File: src/common/capture_pkg.sv
package capture_pkg;

    // ==============================
    // Widths
    // ==============================
    localparam int word_w     = 16;
    localparam int pixel_w    = 12;
    localparam int stat_w     = 18;
    localparam int checksum_w = 32;

    // Top pixel bits that classify a sampled pixel
    localparam int stat_bits = 7;
    localparam logic [stat_bits-1:0] stat_highlight = '1;
    localparam logic [stat_bits-1:0] stat_shadow    = '0;

    typedef enum logic [3:0] {
        st_idle,
        st_load,
        st_clear,
        st_header,
        st_wait_invalid,
        st_wait_start,
        st_frame,
        st_checksum_lo,
        st_checksum_hi
    } capture_state_e;

    // Little-endian pixel word as it leaves the design
    typedef struct packed {
        logic [7:0] pixel_lo;
        logic [3:0] pad;
        logic [3:0] pixel_hi;
    } pixel_word_t;

    typedef union packed {
        logic [word_w-1:0] raw;
        pixel_word_t       pix;
    } out_word_u;

    function automatic logic [word_w-1:0] byte_swap(input logic [word_w-1:0] w);
        return {w[7:0], w[15:8]};
    endfunction

endpackage
File: src/common/capture_ctrl_if.sv
interface capture_ctrl_if;

    // One-cycle strobes from the capture FSM
    logic frame_clear;
    logic header_load;
    logic header_write;
    logic pixel_write;
    logic checksum_latch;
    logic checksum_lo_write;
    logic checksum_hi_write;

    modport fsm (
        output frame_clear, header_load, header_write, pixel_write,
        output checksum_latch, checksum_lo_write, checksum_hi_write
    );

    modport assembler (
        input frame_clear, header_load, header_write, pixel_write,
        input checksum_latch, checksum_lo_write, checksum_hi_write
    );

endinterface

File: src/rtl/img_capture_top.sv
module img_capture_top #(
    parameter int header_words    = 8,
    parameter int max_image_words = 4096 * 4096,
    parameter int skip_w          = 1
) (
    input  logic                                        clk,
    input  logic                                        readout_rst,
    input  logic                                        cmd_capture,
    input  logic [skip_w-1:0]                           cmd_skip_count,
    input  logic [header_words*capture_pkg::word_w-1:0] cmd_header,
    input  logic [capture_pkg::pixel_w-1:0]             img_d,
    input  logic                                        img_fv,
    input  logic                                        img_lv,
    output logic                                        word_valid,
    output logic [capture_pkg::word_w-1:0]              word_data,
    output logic                                        capture_done,
    output logic [$clog2(max_image_words):0]            status_word_count,
    output logic [capture_pkg::stat_w-1:0]              status_highlight_count,
    output logic [capture_pkg::stat_w-1:0]              status_shadow_count
);
    logic [capture_pkg::pixel_w-1:0] pixel;
    logic                            fv;
    logic                            lv;
    logic                            block_origin;
    logic                            stat_clear;
    logic                            stat_sample;

    capture_ctrl_if ctrl_bus ();

    // ==============================
    // Pixel input
    // ==============================
    pixel_sampler u_sampler (
        .clk          (clk),
        .readout_rst  (readout_rst),
        .img_d        (img_d),
        .img_fv       (img_fv),
        .img_lv       (img_lv),
        .pixel        (pixel),
        .fv           (fv),
        .lv           (lv),
        .block_origin (block_origin)
    );

    capture_fsm #(
        .header_words (header_words),
        .skip_w       (skip_w)
    ) u_fsm (
        .clk            (clk),
        .readout_rst    (readout_rst),
        .cmd_capture    (cmd_capture),
        .cmd_skip_count (cmd_skip_count),
        .fv             (fv),
        .lv             (lv),
        .block_origin   (block_origin),
        .stat_clear     (stat_clear),
        .stat_sample    (stat_sample),
        .capture_done   (capture_done),
        .ctrl           (ctrl_bus.fsm)
    );

    // ==============================
    // Output stream and status
    // ==============================
    word_assembler #(
        .header_words    (header_words),
        .max_image_words (max_image_words)
    ) u_assembler (
        .clk         (clk),
        .readout_rst (readout_rst),
        .cmd_header  (cmd_header),
        .pixel       (pixel),
        .ctrl        (ctrl_bus.assembler),
        .word_valid  (word_valid),
        .word_data   (word_data),
        .word_count  (status_word_count)
    );

    pixel_stats u_stats (
        .clk             (clk),
        .readout_rst     (readout_rst),
        .clear           (stat_clear),
        .sample          (stat_sample),
        .pixel           (pixel),
        .highlight_count (status_highlight_count),
        .shadow_count    (status_shadow_count)
    );

endmodule

File: src/capture/word_assembler.sv
module word_assembler #(
    parameter int header_words    = 8,
    parameter int max_image_words = 4096 * 4096
) (
    input  logic                                         clk,
    input  logic                                         readout_rst,
    input  logic [header_words*capture_pkg::word_w-1:0]  cmd_header,
    input  logic [capture_pkg::pixel_w-1:0]              pixel,
    capture_ctrl_if.assembler                            ctrl,
    output logic                                         word_valid,
    output logic [capture_pkg::word_w-1:0]               word_data,
    output logic [$clog2(max_image_words):0]             word_count
);
    import capture_pkg::*;

    localparam int header_bits = header_words * word_w;
    localparam int count_w     = $clog2(max_image_words) + 1;

    logic [header_bits-1:0] header_sr;
    logic [checksum_w-1:0]  checksum;
    logic [checksum_w-1:0]  checksum_hold;
    logic                   sum_en;
    out_word_u              next_word;

    // ==============================
    // Word select
    // ==============================
    always_comb begin
        next_word.raw = '0;
        if (ctrl.header_write) begin
            next_word.raw = header_sr[header_bits-1 -: word_w];
        end else if (ctrl.pixel_write) begin
            next_word.pix.pixel_lo = pixel[7:0];
            next_word.pix.pad      = 4'd0;
            next_word.pix.pixel_hi = pixel[pixel_w-1:8];
        end else if (ctrl.checksum_lo_write) begin
            next_word.raw = byte_swap(checksum_hold[15:0]);
        end else if (ctrl.checksum_hi_write) begin
            next_word.raw = byte_swap(checksum_hold[31:16]);
        end
    end

    // Payload registers
    always_ff @(posedge clk) begin
        word_data <= next_word.raw;
        if (ctrl.header_load)       header_sr <= cmd_header;
        else if (ctrl.header_write) header_sr <= header_sr << word_w;
        if (ctrl.checksum_latch) checksum_hold <= checksum;
    end

    always_ff @(posedge clk) begin
        if (!readout_rst) begin
            word_valid <= 1'b0;
            sum_en     <= 1'b0;
            word_count <= '0;
        end else begin
            word_valid <= ctrl.header_write | ctrl.pixel_write |
                          ctrl.checksum_lo_write | ctrl.checksum_hi_write;
            // Checksum words themselves stay out of the sum
            sum_en     <= ctrl.header_write | ctrl.pixel_write;
            if (ctrl.frame_clear) word_count <= '0;
            else if (word_valid)  word_count <= word_count + count_w'(1);
        end
    end

    // Sum over the little-endian view of each word
    fletcher_checksum u_checksum (
        .clk         (clk),
        .readout_rst (readout_rst),
        .clear       (ctrl.frame_clear),
        .en          (sum_en),
        .din         (byte_swap(word_data)),
        .dout        (checksum)
    );

endmodule

File: src/capture/capture_fsm.sv
module capture_fsm #(
    parameter int header_words = 8,
    parameter int skip_w       = 1
) (
    input  logic              clk,
    input  logic              readout_rst,
    input  logic              cmd_capture,
    input  logic [skip_w-1:0] cmd_skip_count,
    input  logic              fv,
    input  logic              lv,
    input  logic              block_origin,
    output logic              stat_clear,
    output logic              stat_sample,
    output logic              capture_done,
    capture_ctrl_if.fsm       ctrl
);
    import capture_pkg::*;

    localparam int hdr_cnt_w = $clog2(header_words + 1);

    capture_state_e       state;
    logic                 cmd_capture_q;
    logic                 capture_start;
    logic [hdr_cnt_w-1:0] hdr_cnt;
    logic [skip_w-1:0]    skip_cnt;
    logic                 done_req;

    // Any edge on the command toggle starts a capture
    assign capture_start = cmd_capture ^ cmd_capture_q;

    // ==============================
    // State register
    // ==============================
    always_ff @(posedge clk) begin
        if (!readout_rst) begin
            state         <= st_idle;
            cmd_capture_q <= 1'b0;
            hdr_cnt       <= '0;
            skip_cnt      <= '0;
            done_req      <= 1'b0;
            capture_done  <= 1'b0;
        end else begin
            cmd_capture_q <= cmd_capture;
            done_req      <= 1'b0;
            // Done toggles one cycle after the last checksum word
            capture_done  <= capture_done ^ done_req;

            case (state)
                st_idle: begin
                end
                st_load: begin
                    skip_cnt <= cmd_skip_count;
                    state    <= st_clear;
                end
                st_clear: begin
                    hdr_cnt <= hdr_cnt_w'(header_words - 1);
                    state   <= st_header;
                end
                st_header: begin
                    if (hdr_cnt == '0) state <= st_wait_invalid;
                    else               hdr_cnt <= hdr_cnt - hdr_cnt_w'(1);
                end
                // Sync to the start of a fresh frame
                st_wait_invalid: begin
                    if (!fv) state <= st_wait_start;
                end
                st_wait_start: begin
                    if (fv) state <= st_frame;
                end
                st_frame: begin
                    if (!fv) state <= st_checksum_lo;
                end
                st_checksum_lo: begin
                    state <= st_checksum_hi;
                end
                st_checksum_hi: begin
                    if (skip_cnt != '0) begin
                        skip_cnt <= skip_cnt - skip_w'(1);
                        state    <= st_clear;
                    end else begin
                        done_req <= 1'b1;
                        state    <= st_idle;
                    end
                end
                default: begin
                    state <= st_idle;
                end
            endcase

            if (capture_start) state <= st_load;
        end
    end

    // ==============================
    // Strobes
    // ==============================
    assign ctrl.frame_clear       = (state == st_clear);
    assign ctrl.header_load       = (state == st_clear);
    assign ctrl.header_write      = (state == st_header);
    assign ctrl.pixel_write       = (state == st_frame) && lv;
    // Last pixel has settled into the checksum by the time fv drops
    assign ctrl.checksum_latch    = (state == st_frame) && !fv;
    assign ctrl.checksum_lo_write = (state == st_checksum_lo);
    assign ctrl.checksum_hi_write = (state == st_checksum_hi);

    assign stat_clear  = (state == st_clear);
    assign stat_sample = (state == st_frame) && block_origin;

endmodule

File: src/rtl/pixel_stats.sv
module pixel_stats (
    input  logic                            clk,
    input  logic                            readout_rst,
    input  logic                            clear,
    input  logic                            sample,
    input  logic [capture_pkg::pixel_w-1:0] pixel,
    output logic [capture_pkg::stat_w-1:0]  highlight_count,
    output logic [capture_pkg::stat_w-1:0]  shadow_count
);
    import capture_pkg::*;

    logic                 sample_q;
    logic [pixel_w-1:0]   pixel_q;
    logic [stat_bits-1:0] top_bits;

    // Pipeline stage ahead of the compare
    always_ff @(posedge clk) begin
        pixel_q <= pixel;
    end

    assign top_bits = pixel_q[pixel_w-1 -: stat_bits];

    always_ff @(posedge clk) begin
        if (!readout_rst) begin
            sample_q        <= 1'b0;
            highlight_count <= '0;
            shadow_count    <= '0;
        end else begin
            sample_q <= sample;
            if (clear) begin
                highlight_count <= '0;
                shadow_count    <= '0;
            end else if (sample_q) begin
                if (top_bits == stat_highlight) highlight_count <= highlight_count + stat_w'(1);
                else if (top_bits == stat_shadow) shadow_count <= shadow_count + stat_w'(1);
            end
        end
    end

endmodule

File: src/rtl/fletcher_checksum.sv
module fletcher_checksum (
    input  logic                           clk,
    input  logic                           readout_rst,
    input  logic                           clear,
    input  logic                           en,
    input  logic [15:0]                    din,
    output logic [capture_pkg::checksum_w-1:0] dout
);
    logic [15:0] sum_a;
    logic [15:0] sum_b;
    logic [16:0] a_add;
    logic [16:0] a_sub;
    logic [16:0] b_add;
    logic [16:0] b_sub;
    logic [15:0] a_next;
    logic [15:0] b_next;

    // Modulo 65535 sums where b takes the updated a
    always_comb begin
        a_add  = {1'b0, sum_a} + {1'b0, din};
        a_sub  = a_add - 17'd65535;
        a_next = (a_add >= 17'd65535) ? a_sub[15:0] : a_add[15:0];
        b_add  = {1'b0, sum_b} + {1'b0, a_next};
        b_sub  = b_add - 17'd65535;
        b_next = (b_add >= 17'd65535) ? b_sub[15:0] : b_add[15:0];
    end

    always_ff @(posedge clk) begin
        if (!readout_rst || clear) begin
            sum_a <= 16'd0;
            sum_b <= 16'd0;
        end else if (en) begin
            sum_a <= a_next;
            sum_b <= b_next;
        end
    end

    assign dout = {sum_b, sum_a};

endmodule

File: src/rtl/pixel_sampler.sv
module pixel_sampler (
    input  logic                        clk,
    input  logic                        readout_rst,
    input  logic [capture_pkg::pixel_w-1:0] img_d,
    input  logic                        img_fv,
    input  logic                        img_lv,
    output logic [capture_pkg::pixel_w-1:0] pixel,
    output logic                        fv,
    output logic                        lv,
    output logic                        block_origin
);
    logic       lv_prev;
    logic [1:0] x;
    logic [1:0] y;

    // Pixel data register
    always_ff @(posedge clk) begin
        pixel <= img_d;
    end

    always_ff @(posedge clk) begin
        if (!readout_rst) begin
            fv      <= 1'b0;
            lv      <= 1'b0;
            lv_prev <= 1'b0;
            x       <= 2'd0;
            y       <= 2'd0;
        end else begin
            fv      <= img_fv;
            lv      <= img_lv;
            lv_prev <= lv;
            // Position within the 4x4 block
            if (!lv) x <= 2'd0;
            else     x <= x + 2'd1;
            if (!fv)                 y <= 2'd0;
            else if (lv_prev && !lv) y <= y + 2'd1;
        end
    end

    // Top-left pixel of each block
    assign block_origin = lv && (x == 2'd0) && (y == 2'd0);

endmodule

File: config.mk
export PLATFORM = sky130hd
export DESIGN_NAME = img_capture_top
export DESIGN_NICKNAME = d
export VERILOG_FILES = /design/src/common/capture_pkg.sv /design/src/common/capture_ctrl_if.sv /design/src/rtl/img_capture_top.sv /design/src/capture/word_assembler.sv /design/src/capture/capture_fsm.sv /design/src/rtl/pixel_stats.sv /design/src/rtl/fletcher_checksum.sv /design/src/rtl/pixel_sampler.sv
export SDC_FILE = /design/constraint.sdc
export NUM_CORES = 1
export LEC_CHECK = 0
export ABC_AREA = 1
export ABC_CLOCK_PERIOD_IN_PS = 10300
export BUFFER_PORTS_ARGS = -buffer_cell sky130_fd_sc_hd__buf_2
export CORE_MARGIN = 2
export CORE_UTILIZATION = 54
export DETAILED_ROUTE_END_ITERATION = 8
export PLACE_DENSITY = 0.79
export SETUP_SLACK_MARGIN = 0.5
export SLEW_MARGIN = 20
export SYNTH_ARGS = -nofsm -noshare
export SYNTH_HDL_FRONTEND = slang
export SYNTH_HIERARCHICAL = 1
export SYNTH_SLANG_ARGS = --single-unit
File: constraint.sdc
create_clock -name clk -period 10.3 [get_ports clk]
set_input_delay 0.515 -clock clk [delete_from_list [all_inputs] [get_ports clk]]
set_output_delay 0.515 -clock clk [all_outputs]
set_load 0.1 [all_outputs]
* Word-level counts from Yosys, hierarchy flattened
Cells that the tools add are included.
Operators by class: $add $sub $neg 11, multiply operators 0, divide/modulo/power cells 0, $lt $le $gt $ge 2, eq/ne operators 19, shifts and indexed selects 0, muxes and demuxes 20, bitwise gates (word level) 8, reduce and logical (&&, ||, !) cells 27
Operator list (count):
- two-way mux 128 bit | 2
- two-way mux 16 bit | 6
- adder 18 x 1 -> 18 bit (second input constant) | 2
- one-hot mux 4 bit (9 select lines) | 1
- adder 16 x 16 -> 17 bit | 2
- >= comparator 17 x 16 -> 1 bit (second input constant) | 2
- subtractor 16 bit (second input constant) | 2
- adder 25 x 1 -> 25 bit (second input constant) | 1
- two-way mux 4 bit | 5
- equality test 4 x 3 -> 1 bit (second input constant) | 4
- inequality test 2 bit (second input constant) | 5
- AND reduction 2 bit | 5
- AND reduction 5 bit | 2
- inequality test 3 x 2 -> 1 bit (second input constant) | 3
- equality test 4 x 2 -> 1 bit (second input constant) | 2
- logical NOT 4 bit | 2
- one-hot mux 4 bit (2 select lines) | 1
- equality test 7 bit (second input constant) | 1
- logical NOT 7 bit | 1
- logical AND 1 bit | 6
- adder 2 x 1 -> 2 bit (second input constant) | 2
- equality test 4 x 1 -> 1 bit (second input constant) | 1
- equality test 4 bit (second input constant) | 1
- logical NOT 2 bit | 2
- other kinds (15) | 26
Storage, ports and cells: register bits after elaboration 315, bits in latches 0, memory bits (writable) 0, ROM bits 0, input port bits 146, output and inout port bits 79, logic and storage cells 112, memories kept 0

* Longest topological paths before layout
Gate-level depths: netlist of run 1.
depth after elaboration 6, gate-level depth with buffers 38, depth with buffers taken out 37

* Modules after synthesis
Netlist of run 1, hierarchy kept.
Modules (own cells, without submodules):
- word_assembler | instances 1, cells each 883, area an instance 8461.9 µm², seq. area each 5665.4 µm²
- fletcher_checksum | instances 1, cells each 780, area an instance 4545.6 µm², seq. area each 640.6 µm²
- pixel_stats | instances 1, cells each 326, area an instance 2139.6 µm², seq. area each 880.8 µm²
- capture_fsm | instances 1, cells each 108, area an instance 703.2 µm², seq. area each 240.2 µm²
- pixel_sampler | instances 1, cells each 50, area an instance 519.2 µm², seq. area each 380.4 µm²

* Least setup slack after synthesis of run 1
No wires, ideal clock.
path kind reg-to-reg, start point register u_assembler/word_data[8] (netlist name), end point register u_assembler.u_checksum.sum_b[8], setup time 0.114 ns, arrival 5.080 ns, data required time 10.186 ns, setup slack 5.107 ns, stages on the path, launching flop included 35, path buffers 1, clock period less this slack 5.193 ns, cell sequence dfxtp_1 > ha_1 > fa_1 > ha_1 > inv_1 > nor2_1 > nand3_1 > nor2_1 > nand2_1 > nor2_4 > nand2_2 > nor2_4 > nand2_4 > nand3_4 > nand2_1 > nand2_1 > ha_1 > inv_1 > fa_1 > inv_1 > ha_1 > inv_1 > nor2_2 > nand3_2 > nor2_1 > nand2_1 > nor2_2 > nand2_2 > nor2_4 > nand2_2 > nand3_4 > buf_6 > o21ai_1 > o21bai_1 > inv_1
On the way: longest elaborated chain between the ends 6, elaborated cells between the ends (all ways) 8, classes of those cells add/sub: 4; order compare: 2; mux: 2
RTL lines:
- start, declared | RTL line word_assembler.sv:11 | output logic [capture_pkg::word_w-1:0] word_data,
- start signal, assigned | RTL line word_assembler.sv:45 | word_data <= next_word.raw;
- adder 16 x 16 -> 17 bit * | RTL line fletcher_checksum.sv:20 | a_add = {1'b0, sum_a} + {1'b0, din};
- subtractor 16 bit / >= comparator 17 x 16 -> 1 bit (equally long branches) | RTL line fletcher_checksum.sv:21, fletcher_checksum.sv:22
- two-way mux 16 bit * | RTL line fletcher_checksum.sv:22 | a_next = (a_add >= 17'd65535) ? a_sub[15:0] : a_add[15:0];
- via u_assembler.u_checksum.a_next[0] | RTL line fletcher_checksum.sv:15 | logic [15:0] a_next;
- adder 16 x 16 -> 17 bit * | RTL line fletcher_checksum.sv:23 | b_add = {1'b0, sum_b} + {1'b0, a_next};
- subtractor 16 bit / >= comparator 17 x 16 -> 1 bit (equally long branches) | RTL line fletcher_checksum.sv:24, fletcher_checksum.sv:25
- two-way mux 16 bit * | RTL line fletcher_checksum.sv:25 | b_next = (b_add >= 17'd65535) ? b_sub[15:0] : b_add[15:0];
- end signal, assigned | RTL line fletcher_checksum.sv:34 | sum_b <= b_next;
- end, declared | RTL line fletcher_checksum.sv:10 | logic [15:0] sum_b;
The timed path passes the listed nets; every way through them passes the cells marked *. A chain may end at the register's enable or synchronous reset.

* Final worst setup path of run 1
start point register u_assembler/word_data[8] (netlist name), end point register u_assembler.u_checksum.sum_b[7]
Same word-level chain as after synthesis.

==> results of run 1 <==
## through the flow
step | std cells | hold WS [ns] | worst slack (ns)
finish | 2780 | 0.101 | 4.70
global route | 2780 | 0.0855 | 4.24
CTS | 2773 | 0.0886 | 4.80
detailed placement | 2709 | 0.348 | 4.88
global placement | 2709 | 0.354 | 4.96
floorplan | 2147 | 0.326 | 5.11
## cells by family after synthesis
logic type / count (synthesis)
adders and majority gates: 43
buffers and inverters: 303
AOI/OAI and AO/OA: 190
and+or+nand+nor: 1271
xor gates and xnor gates: 30
DFF: 310
## synth_stat cells (5+ instances only)
cell	count
nand3_1	107
a21oi_2	11
inv_1	231
a21oi_1	80
nand3b_1	8
and2_1	6
nor2_1	211
inv_2	10
nand3_2	7
xor2_1	20
o21ai_1	12
nand2_1	819
buf_1	9
nand4_1	43
o21bai_1	6
ha_1	41
clkbuf_1	28
xnor2_1	5
nor3_1	10
dfxtp_1	150
edfxtp_1	160
nor2_4	12
nand2_2	22
a31oi_1	6
o21ai_0	63
buf_6	7
buf_2	8
nand2_4	5
buf_4	7
nor2_2	10
## sequential cells by signal, indices dropped and copies added (netlist names)
name	flops
u_assembler/sum_en	1
u_fsm/capture_done	1
u_sampler/x	2
u_stats/shadow_count	18
u_sampler/fv	1
u_sampler/pixel	12
u_stats/sample_q	1
u_assembler/header_sr	128
u_sampler/lv	1
u_fsm/done_req	1
u_sampler/lv_prev	1
u_stats/pixel_q	7
u_assembler/checksum_hold	32
u_fsm/cmd_capture_q	1
u_assembler/u_checksum/sum_a	16
u_fsm/skip_cnt	1
u_assembler/u_checksum/sum_b	16
u_stats/highlight_count	18
u_fsm/state	4
u_sampler/y	2
u_assembler/word_count	25
u_assembler/word_data	16
u_assembler/word_valid	1
u_fsm/hdr_cnt	4
## area by class of cell
| class | instances | area [µm²] |
|---|---|---|
| tap | 390 | 488 |
| antenna | 7 | 17.5 |
| sequential | 310 | 7810 |
| fill | 2481 | 10800 |
| inverter | 242 | 912 |
| clock inverter | 16 | 226 |
| multi-input combinational | 1534 | 7330 |
| clock buffer | 48 | 986 |
| timing repair buffer | 233 | 1190 |
## power breakdown
part / switching [mW] / leakage [nW] / internal [mW]
sequential: 0.00800 / 2.68 / 1.30
combinational: 0.0496 / 5.61 / 0.0349
clock: 0.501 / 0.583 / 0.781
total: 0.558 / 8.88 / 2.12
## worst max path at each step
stage | to | slack, ns | depth (start not counted)
2_1_floorplan | u_assembler/u_checksum/sum_b[8] | 5.11 | 34
3_3_place_gp | u_assembler/u_checksum/sum_b[13] | 4.96 | 34
3_5_place_dp | u_assembler/u_checksum/sum_b[7] | 4.88 | 32
4_1_cts | u_assembler/u_checksum/sum_b[7] | 4.80 | 32
5_1_grt | u_assembler/u_checksum/sum_b[12] | 4.24 | 30
6_report | u_assembler/u_checksum/sum_b[7] | 4.70 | 32
## per-layer routing
layer | global-route usage | share of wire | vias to the layer above
met4 | 0.116 | 0.043 | 2
met5 | 0 | 0.00031 | -
met3 | 0.0445 | 0.072 | 106
met2 | 0.447 | 0.47 | 572
met1 | 0.323 | 0.41 | 6502
li1 | - | - | 7271
## critical path, delay by kind of cell, from the launching register on
kind	cells	cell delay, ns
adder cells (fa/ha/maj)	5	1.61
AND/OR/NAND/NOR	22	3.20
buffers and inverters	5	0.35
flip-flops	1	0.32
==> results.md, run 1 <==
- Outcome: finished clean
- Initial core utilization: 0.551
- Worst R2R Path Depth: 32
- Most frequent cells in the layout: nand2_1 (818), inv_1 (230), buf_2 (224)
- Peak VDD IR: ~0.13 mV
- Top_reg_cell synth: edfxtp_1
- Synth Register Bits: slightly above 300
- GPL Wtd Cong: 0.984
- FFs w/ async S/R, synth: 0
- Final Hold Viols: 0
- Die area: 31700 µm²
- Critical-path top delay cell: fa_1
- Vias per cell: 5.20
- Synthesized area: approximately 16000 µm²
- Hold path endpoint: u_sampler/pixel[1]
- Period utilisation layout: 0.544
- Worst-Skew Late Latency: around 0.52 ns
- Main combinational cell family by area after synthesis: simple AND/OR/NAND/NOR gates
- Xor and xnor fraction of the mapped netlist area: 0.0190
- Total global-route track usage: 0.261
- Worst path max stage delay: 0.55 ns
- PD cells: roughly 140 nW/µm²
- Max-cap violations: 0
- Mapped Avg Cell Area: roughly 7.6 µm²
- Post-synth EDFFs: 160
- Clk_skew: ~0.012 ns
- Largest net degree at the start of global routing: 113
- Unique masters post-synth: 51
- Residual DRC: 0
- Core Util, Final: 0.638
- Ports: approximately 230
- Core box area: slightly below 30000 µm²
- Drt initial violations: about 1200
- Antenna violations before repair: 9
- Core Rows: 63
- CTS Root Cell: clkbuf_16
- HP Start: img_d[1]
- Reg2reg setup slack: approximately 4.7 ns
- Finished Cell Area: around 19000 µm²
- Worst-Margin Slew: 1.08 ns
- 1st-pass router iterations: 5
- Drt wl/cell: ~15 µm
- Placed cell areas: between 15000 and 20000 µm²
- Chip Width: 178 µm
- Area Growth Syn to Fin: 15.8%
- Clock Tree Buf Depth: 3
- First-pass GRT wire length: 65700 µm
- Cells resized by post-CTS repair: 0
- Post-DRT Antenna Nets: 0
- Min cycle time layout: between 5 and 6 ns
- Net Count, Synth: 2336
- Worst R2R Start: u_assembler/word_data[8]
- Vert. Die Dim: ~180 µm
- Register area share after synthesis: 0.477
- Peak Freq: about 0.18 GHz
- Yosys warns: 6
- Vias: 14500
- CTS tree: done
- Post-synthesis instance total: approximately 2100
- CTS Sinks: 310
- Hold Crit Depth: 1
- Critical Path RT: between 10 and 15 ns
- Arrival @ worst endpoint: around 6 ns
- Fin. max-slew vios: 0
- Postcts setup bufs: 0
- Share of layout cells above drive strength 1: 0.161
- Hold buffers post-CTS: 0
- Most area-consuming cells after synthesis: edfxtp_1 (29%), nand2_1 (19%), dfxtp_1 (18%)
- Global route overflow: 0
- Clock-pin slew on the worst setup and hold paths: approximately 0.06 ns
- Multiplexer area fraction after synthesis: 0
- Yosys top cell by area: edfxtp_1
- Total negative slack: 0 ns
- Yosys top cell area share: 0.294
- Setup-failing EPs final: 0
- Post-synthesis compound-gate area fraction: 0.0639
- Power Total: 2.68 mW
- IO Port Bufs: approximately 220
- RSZ-0062 raised after global routing: no
- TritonCTS Buffers: 35
- Final nets: between 2000 and 3000
- Lkg Pwr: approximately 8.9 nW
- Most common library cell in the layout ignoring fill and taps: nand2_1
- Final WL: 41900 µm
- Crit path from: u_assembler/word_data[8]
- Worst R2R End: u_assembler/u_checksum/sum_b[7]
- Post-Synth Simple-Gate Area: 0.331
- Vias in the first global route: ~13000
- CTS H-tree depth: 2
- Critical Path Fanout Max: 28
- Synth Area in Adders: 0.0338
- Crit path capture type: flop
- Most frequent cell on the critical path: nand2_1
- Crit path kind: flop to flop
- DP HPWL: 30500 µm
- Startpoint types: flop
- Hold Path Class: input port to flop
- Slew HR: 0.280
Note: power is estimated with default switching activity, not from simulation.
==> run 2, diff against run 1 <==
- ABC_AREA: 1 -> 0
- ABC_CLOCK_PERIOD_IN_PS: 10300 -> 4900
- CORE_UTILIZATION: 54 -> 52
- PLACE_DENSITY: 0.79 -> 0.8
- clock period: 10.3 -> 4.9 ns (I/O delays scaled with it)
==> results.md, run 2 <==
- Peak Freq: 0.172 GHz
- Total negative slack: -12.38 ns
- Hold Path Class: input port to flop
- Mapped Avg Cell Area: 10.9 µm²
- Seq pwr share: 0.474
- Placed insts: 2118
- Most frequent cells in the layout: buf_2 (224), buf_4 (202), edfxtp_1 (160)
- GPL Wtd Cong: between 0.9 and 1
- Crit path kind: flop to flop
- First-pass GRT wire length: about 65000 µm
- Register Area: roughly 7800 µm²
- Vert. Die Dim: between 150 and 200 µm
- Gate power share: 0.067
- Core box area: 28700 µm²
- Antenna violations before repair: 5
- Critical Path RT: around 5.3 ns
- Peak VDD IR: about 0.37 mV
- Net Count, Synth: roughly 1600
- FFs w/ async S/R, synth: 0
- Final WL: between 40000 and 50000 µm
- Min cycle time layout: 5.81 ns
- Post-synth EDFFs: 160
- Arrival @ worst endpoint: approximately 6.2 ns
- Initial core utilization: 0.529
- Fin. max-slew vios: 0
- Post-synthesis instance total: between 1000 and 1500
- Most frequent cell after synthesis: edfxtp_1
- DP HPWL: 28500 µm
- Top post-synthesis cells by count: edfxtp_1 (160), dfxtp_1 (150), mux2_2 (112)
- Area of the multi-input gates: about 7300 µm²
- CTS H-tree depth: 2
- Clock power frac: 0.459
- IO Port Bufs: ~220
- Drt initial violations: roughly 1100
- Max-cap violations: 0
- Clk_skew: approximately 0.017 ns
- Die area: between 30000 and 40000 µm²
- Final nets: between 1500 and 2000
- TritonCTS Buffers: 35
- Yosys warns: 6
- Switching Power: 1.31 mW
- Crit path capture type: flop
- Internal power: around 4.7 mW
- Period utilisation layout: 1.18
- CTS Root Cell: clkbuf_16
- Synthesized area: 15200 µm²
- Worst-Margin Slew: roughly 1.1 ns
- Largest net degree at the start of global routing: a little over 60
- Global route overflow: 0
- Vias: around 13000
- Regs by FF count: u_assembler/header_sr x128, u_assembler/checksum_hold x32, u_assembler/word_count x25
- Lkg Pwr: between 8 and 9 nW
- Failing checks: negative setup slack
- Switching share of power: 0.218
- CTS tree: done
- Most common library cell in the layout ignoring fill and taps: buf_2
- Total global-route track usage: 0.264
- Drt wl/cell: 18.6 µm
- Max reg flops: between 100 and 150
- Core Rows: a little over 60
- Core Util, Final: 0.692
- Final WS setup: -0.906 ns
- Area Growth Syn to Fin: 30.7%
- Setup-failing EPs final: 16
- Outcome: finished, violations left
- Unique masters post-synth: around 90
- Filler instances: about 2100
- Share of layout cells above drive strength 1: 0.374
- Register area share after synthesis: 0.514
- Clock Tree Buf Depth: 3
- Yosys top cell area share: 0.316
- Largest reg by FF count: u_assembler/header_sr
- Yosys top cell by area: edfxtp_1
- Final Hold Viols: 0
- Most area-consuming cells after synthesis: edfxtp_1 (32%), dfxtp_1 (20%), mux2_2 (8.3%)
- 1st-pass router iterations: 5
- Finished Layout Cells: roughly 2200
- Synth Register Bits: 310
- Worst-Skew Late Latency: roughly 0.52 ns
- Vias per cell: roughly 5.8
- Power Total: ~6.0 mW
- Top_reg_cell synth: edfxtp_1
- Vias in the first global route: 12700
- CTS Sinks: 310
- RSZ-0062 raised after global routing: yes
- Chip Width: approximately 170 µm
- Slew HR: 0.288
- Post-DRT Antenna Nets: 0
- Clock-pin slew on the worst setup and hold paths: around 0.060 ns
- Startpoint types: flop
- Ports: ~230
- Worst slack at placement: -1.06 ns
- Critical Path Fanout Max: 7
- Residual DRC: 0
- PD cells: slightly above 300 nW/µm²
## run 2: path summary, 6_finish.rpt
kind,startpoint,end,slack (ns),cells past startpoint
max,u_assembler/word_data[8],u_assembler/u_checksum/sum_b[11],-0.91,23
min,cmd_header[11],u_assembler/header_sr[11],0.01,2
max reg2reg,u_assembler/word_data[8],u_assembler/u_checksum/sum_b[11],-0.91,23
min reg2reg,u_sampler/pixel[9],u_stats/pixel_q[9],0.35,0
## run 2: power groups by stage
stage | clock, mW | combinational, mW | sequential (mW)
floorplan | 0 | 0.217 | 2.91
finish | 2.76 | 0.405 | 2.85
CTS | 2.79 | 0.397 | 2.85
global placement | 0 | 0.364 | 2.90
detailed placement | 0 | 0.375 | 2.91
global route | 2.89 | 0.436 | 2.86
## run 2: cell families after synthesis
| family | count (synthesis) | synth area share |
|---|---|---|
| muxes | 118 | 0.0870 |
| buffers and inverters | 102 | 0.0274 |
| xor gates and xnor gates | 54 | 0.0311 |
| DFF | 310 | 0.514 |
| AOI/OAI and AO/OA | 308 | 0.134 |
| and+or+nand+nor | 454 | 0.170 |
| adders and majority gates | 43 | 0.0364 |
## run 2: timing repair
item / CTS / global route
hold endpoints to repair: 22 / 0
buffers inserted: 9 / 8
resized for setup: 26 / 14
pin swaps: 22 / 5
endpoints found under the setup margin: 16 / 16
hold buffers: 22 / 0
## run 2: final cells by class
class                      count  share of cell area
sequential                   310               0.394
multi-input combinational    977               0.366
timing repair buffer         452               0.146
clock buffer                  55              0.0567
tap                          384              0.0242
inverter                      34             0.00643
clock inverter                 8             0.00567
antenna                        4            0.000504
## run 2: per-layer routing
layer	vias up	GRT usage	routed length (µm)
li1	6076	-	-
met1	6092	0.323	16600
met2	555	0.452	20000
met3	117	0.0529	3070
met4	0	0.117	1760
met5	-	0	0
## run 2: through the flow
stage	cell area (µm²)	hold WS [ns]
finish	19900	0.0131
global route	19900	0.00188
CTS	19700	0.000490
detailed placement	18100	0.339
global placement	18100	0.337
floorplan	15300	0.273
## run 2: worst max-delay path, cell delays in order (launching register included)
cell       delay (ns)
dfxtp_4          0.35
ha_4             0.16
fa_2             0.34
a21o_1           0.18
a311o_2          0.38
a31oi_2          0.22
xor2_1           0.16
a2111oi_4        0.39
nor4b_4          0.35
a21oi_4          0.15
xnor2_2          0.16
ha_2             0.21
inv_2            0.04
fa_2             0.34
nand2b_4         0.17
a211o_1          0.30
a21o_1           0.23
a211oi_4         0.25
o2111ai_2        0.16
nor3b_2          0.28
a31oi_2          0.16
buf_4            0.19
or4_1            0.39
a31oi_1          0.16
==> run 3, diff against run 2 <==
- SYNTH_HIERARCHICAL: 1 -> unset
==> results.md, run 3 <==
- Outcome: finished, violations left
- Failing checks: negative setup slack
- Ports: 225
- Largest reg by FF count: u_assembler.header_sr
- Top post-synthesis cells by count: edfxtp_1 (160), dfxtp_1 (150), nor2_1 (121)
- Period utilisation layout: 1.18
- Startpoint types: flop
- Vert. Die Dim: ~170 µm
- DRT met1 WL: ~16000 µm
- CTS Sinks: 310
- CTS tree: done
- Peak VDD IR: 0.310 mV
- Yosys top cell area share: 0.321
- CP delay by family, top: compound AO/OA/AOI/OAI gates
- Crit path depth: 25
- Final WL: approximately 43000 µm
- Register area share after synthesis: 0.521
- Top sig layer: met5
- Yosys warns: 0
- Core Rows: slightly above 60
- Routed wl met3: ~3200 µm
- Clock Tree Buf Depth: 3
- Vias in the first global route: ~13000
- Worst R2R Start: u_assembler.u_checksum.sum_a[0]
- Net Count, Synth: 1544
- Setup-failing EPs final: 16
- Crit path capture type: flop
- Clk_skew: roughly 0.015 ns
- Peak Freq: ~0.17 GHz
- Vias per cell: around 5.8
- First-pass GRT wire length: between 60000 and 70000 µm
- HP Start: cmd_header[1]
- Initial core utilization: 0.525
- RSZ-0062 raised after global routing: yes
- Crit path kind: flop to flop
- Final Hold Viols: 0
- Drt initial violations: around 1000
- 1st-pass router iterations: 7
- Final nets: ~2000
- Worst R2R Path Depth: 25
- TritonCTS Buffers: 35
- Yosys top cell by area: edfxtp_1
- Vias: about 13000
- Hold Path Class: input port to flop
- CTS H-tree depth: 2
- Worst-Skew Late Latency: 0.52 ns
- Post-synth EDFFs: 160
- CTS Root Cell: clkbuf_16
- Fin. max-slew vios: 0
- Share of layout cells above drive strength 1: 0.397
- Chip Width: between 150 and 200 µm
- Global route overflow: 0
- Most frequent cells in the layout: buf_2 (224), buf_4 (219), edfxtp_1 (160)
- Worst hold slack: roughly 0.014 ns
- Worst-Margin Slew: 0.796 ns
- Unique masters post-synth: 86
- Critical-path top delay cell: a2111oi_4
- Crit path from: u_assembler.u_checksum.sum_a[0]
- Final WS setup: -0.893 ns
- Clock-pin slew on the worst setup and hold paths: ~0.06 ns
- Critical Path RT: 5.27 ns
- Worst R2R End: u_assembler.u_checksum.sum_b[8]
- Antenna violations before repair: 6
- Most common library cell in the layout ignoring fill and taps: buf_2
- IO Port Bufs: 224
- Drt wl/cell: between 15 and 20 µm
- Largest net degree at the start of global routing: between 100 and 150
- Max-cap violations: 0
- Mapped Avg Cell Area: approximately 11 µm²
- Slew HR: 0.469
- Worst path max stage delay: roughly 0.44 ns
- Min cycle time layout: between 5 and 6 ns
- Synth Register Bits: 310
- Area Growth Syn to Fin: 32.6%
- Most frequent cell on the critical path: buf_4
- Post-synthesis instance total: around 1400
- Die area: 30200 µm²
- Critical Path Fanout Max: 5
- Critical path endpoint: u_assembler.u_checksum.sum_b[8]
- Met2 WL post-DR: approximately 21000 µm
- Total global-route track usage: 0.278
- FFs w/ async S/R, synth: 0
- Most frequent cell after synthesis: edfxtp_1
- Top_reg_cell synth: edfxtp_1
- Residual DRC: 0
- Arrival @ worst endpoint: between 6 and 7 ns
- CP Buf/Inv Count: 5
- Regs by FF count: u_assembler.header_sr x128, u_assembler.checksum_hold x32, u_assembler.word_count x25
- PD cells: roughly 300 nW/µm²
- Reg2reg setup slack: -0.89 ns
- Worst slack at placement: -0.922 ns
- Post-DRT Antenna Nets: 0
- GPL Wtd Cong: about 0.91
- Max reg flops: approximately 130
- Synthesized area: between 10000 and 15000 µm²
- Most area-consuming cells after synthesis: edfxtp_1 (32%), dfxtp_1 (20%), mux2_2 (8.6%)
- Core box area: about 29000 µm²
- Lkg Pwr: ~8 nW
- DP HPWL: ~29000 µm
## run 3: changes by cell type in the layout (fill, tap and decap cells not counted), moves of 16 or more
cell      change
a222oi_1     +16
o21ai_0      -18
xor2_1       +28
buf_4        +17
nor2_1       +42
a21oi_1      -25
## run 3: cell families (layout without fill, tap and decap cells)
kind of cell | after synthesis | after routing | share of synthesized area
other | 0 | 4 | 0
AO/OA/AOI/OAI | 243 | 243 | 0.116
adder cells (fa/ha/maj) | 42 | 42 | 0.0361
flip-flops | 310 | 310 | 0.521
XOR/XNOR | 81 | 81 | 0.0474
buffers and inverters | 94 | 561 | 0.0253
multiplexers | 128 | 128 | 0.0951
AND/OR/NAND/NOR | 458 | 458 | 0.159
## run 3: cell type report
type | instances | area, µm²
timing repair buffer | 466 | 3030
clock buffer | 45 | 998
sequential | 310 | 7830
clock inverter | 18 | 216
tap | 384 | 480
inverter | 32 | 120
antenna | 4 | 10.0
multi-input combinational | 952 | 7170
fill | 1967 | 8690
## run 3: metal layers
| layer | vias up | global-route usage |
|---|---|---|
| li1 | 5920 | - |
| met1 | 6014 | 0.317 |
| met2 | 629 | 0.491 |
| met3 | 167 | 0.0526 |
| met4 | 4 | 0.156 |
| met5 | - | 0.00321 |
## run 3: where the power goes
| part | internal [mW] | switching (mW) | total, mW | leakage [nW] |
|---|---|---|---|---|
| sequential | 2.80 | 0.0316 | 2.83 | 2.70 |
| combinational | 0.176 | 0.193 | 0.369 | 4.91 |
| clock | 1.66 | 1.07 | 2.73 | 0.603 |
| total | 4.63 | 1.29 | 5.93 | 8.22 |
## run 3: how the worst min path moves through the flow
stage / endpoint / cells past startpoint
final: u_assembler.header_sr[1] / 2
after global placement: u_stats.pixel_q[9] / 0
after floorplan: u_sampler.pixel[0] / 0
after global routing: u_assembler.header_sr[0] / 2
after CTS: u_assembler.header_sr[12] / 2
after detailed placement: u_stats.pixel_q[10] / 0
## run 3: timing repair
action                     CTS  global route
hold endpoints to repair    15             0
setup endpoints to repair   16            16
resized for setup           23            36
buffers inserted             9            10
hold buffers                15             0
pin swaps                   27            28
cloned                       0             0
## run 3: per-stage QoR
| step | utilization | cells | power (mW) | instance area [µm²] | setup TNS (ns) |
|---|---|---|---|---|---|
| 6_report | 0.695 | 2211 | 5.93 | 19900 | -12.68 |
| 5_1_grt | 0.695 | 2211 | 6.08 | 19900 | -15.06 |
| 4_1_cts | 0.686 | 2197 | 5.92 | 19600 | -10.41 |
| 3_5_place_dp | 0.631 | 2110 | 3.22 | 18000 | -12.68 |
| 3_3_place_gp | 0.631 | 2110 | 3.20 | 18000 | -10.16 |
| 2_1_floorplan | - | 1356 | 3.07 | 15100 | -13.26 |
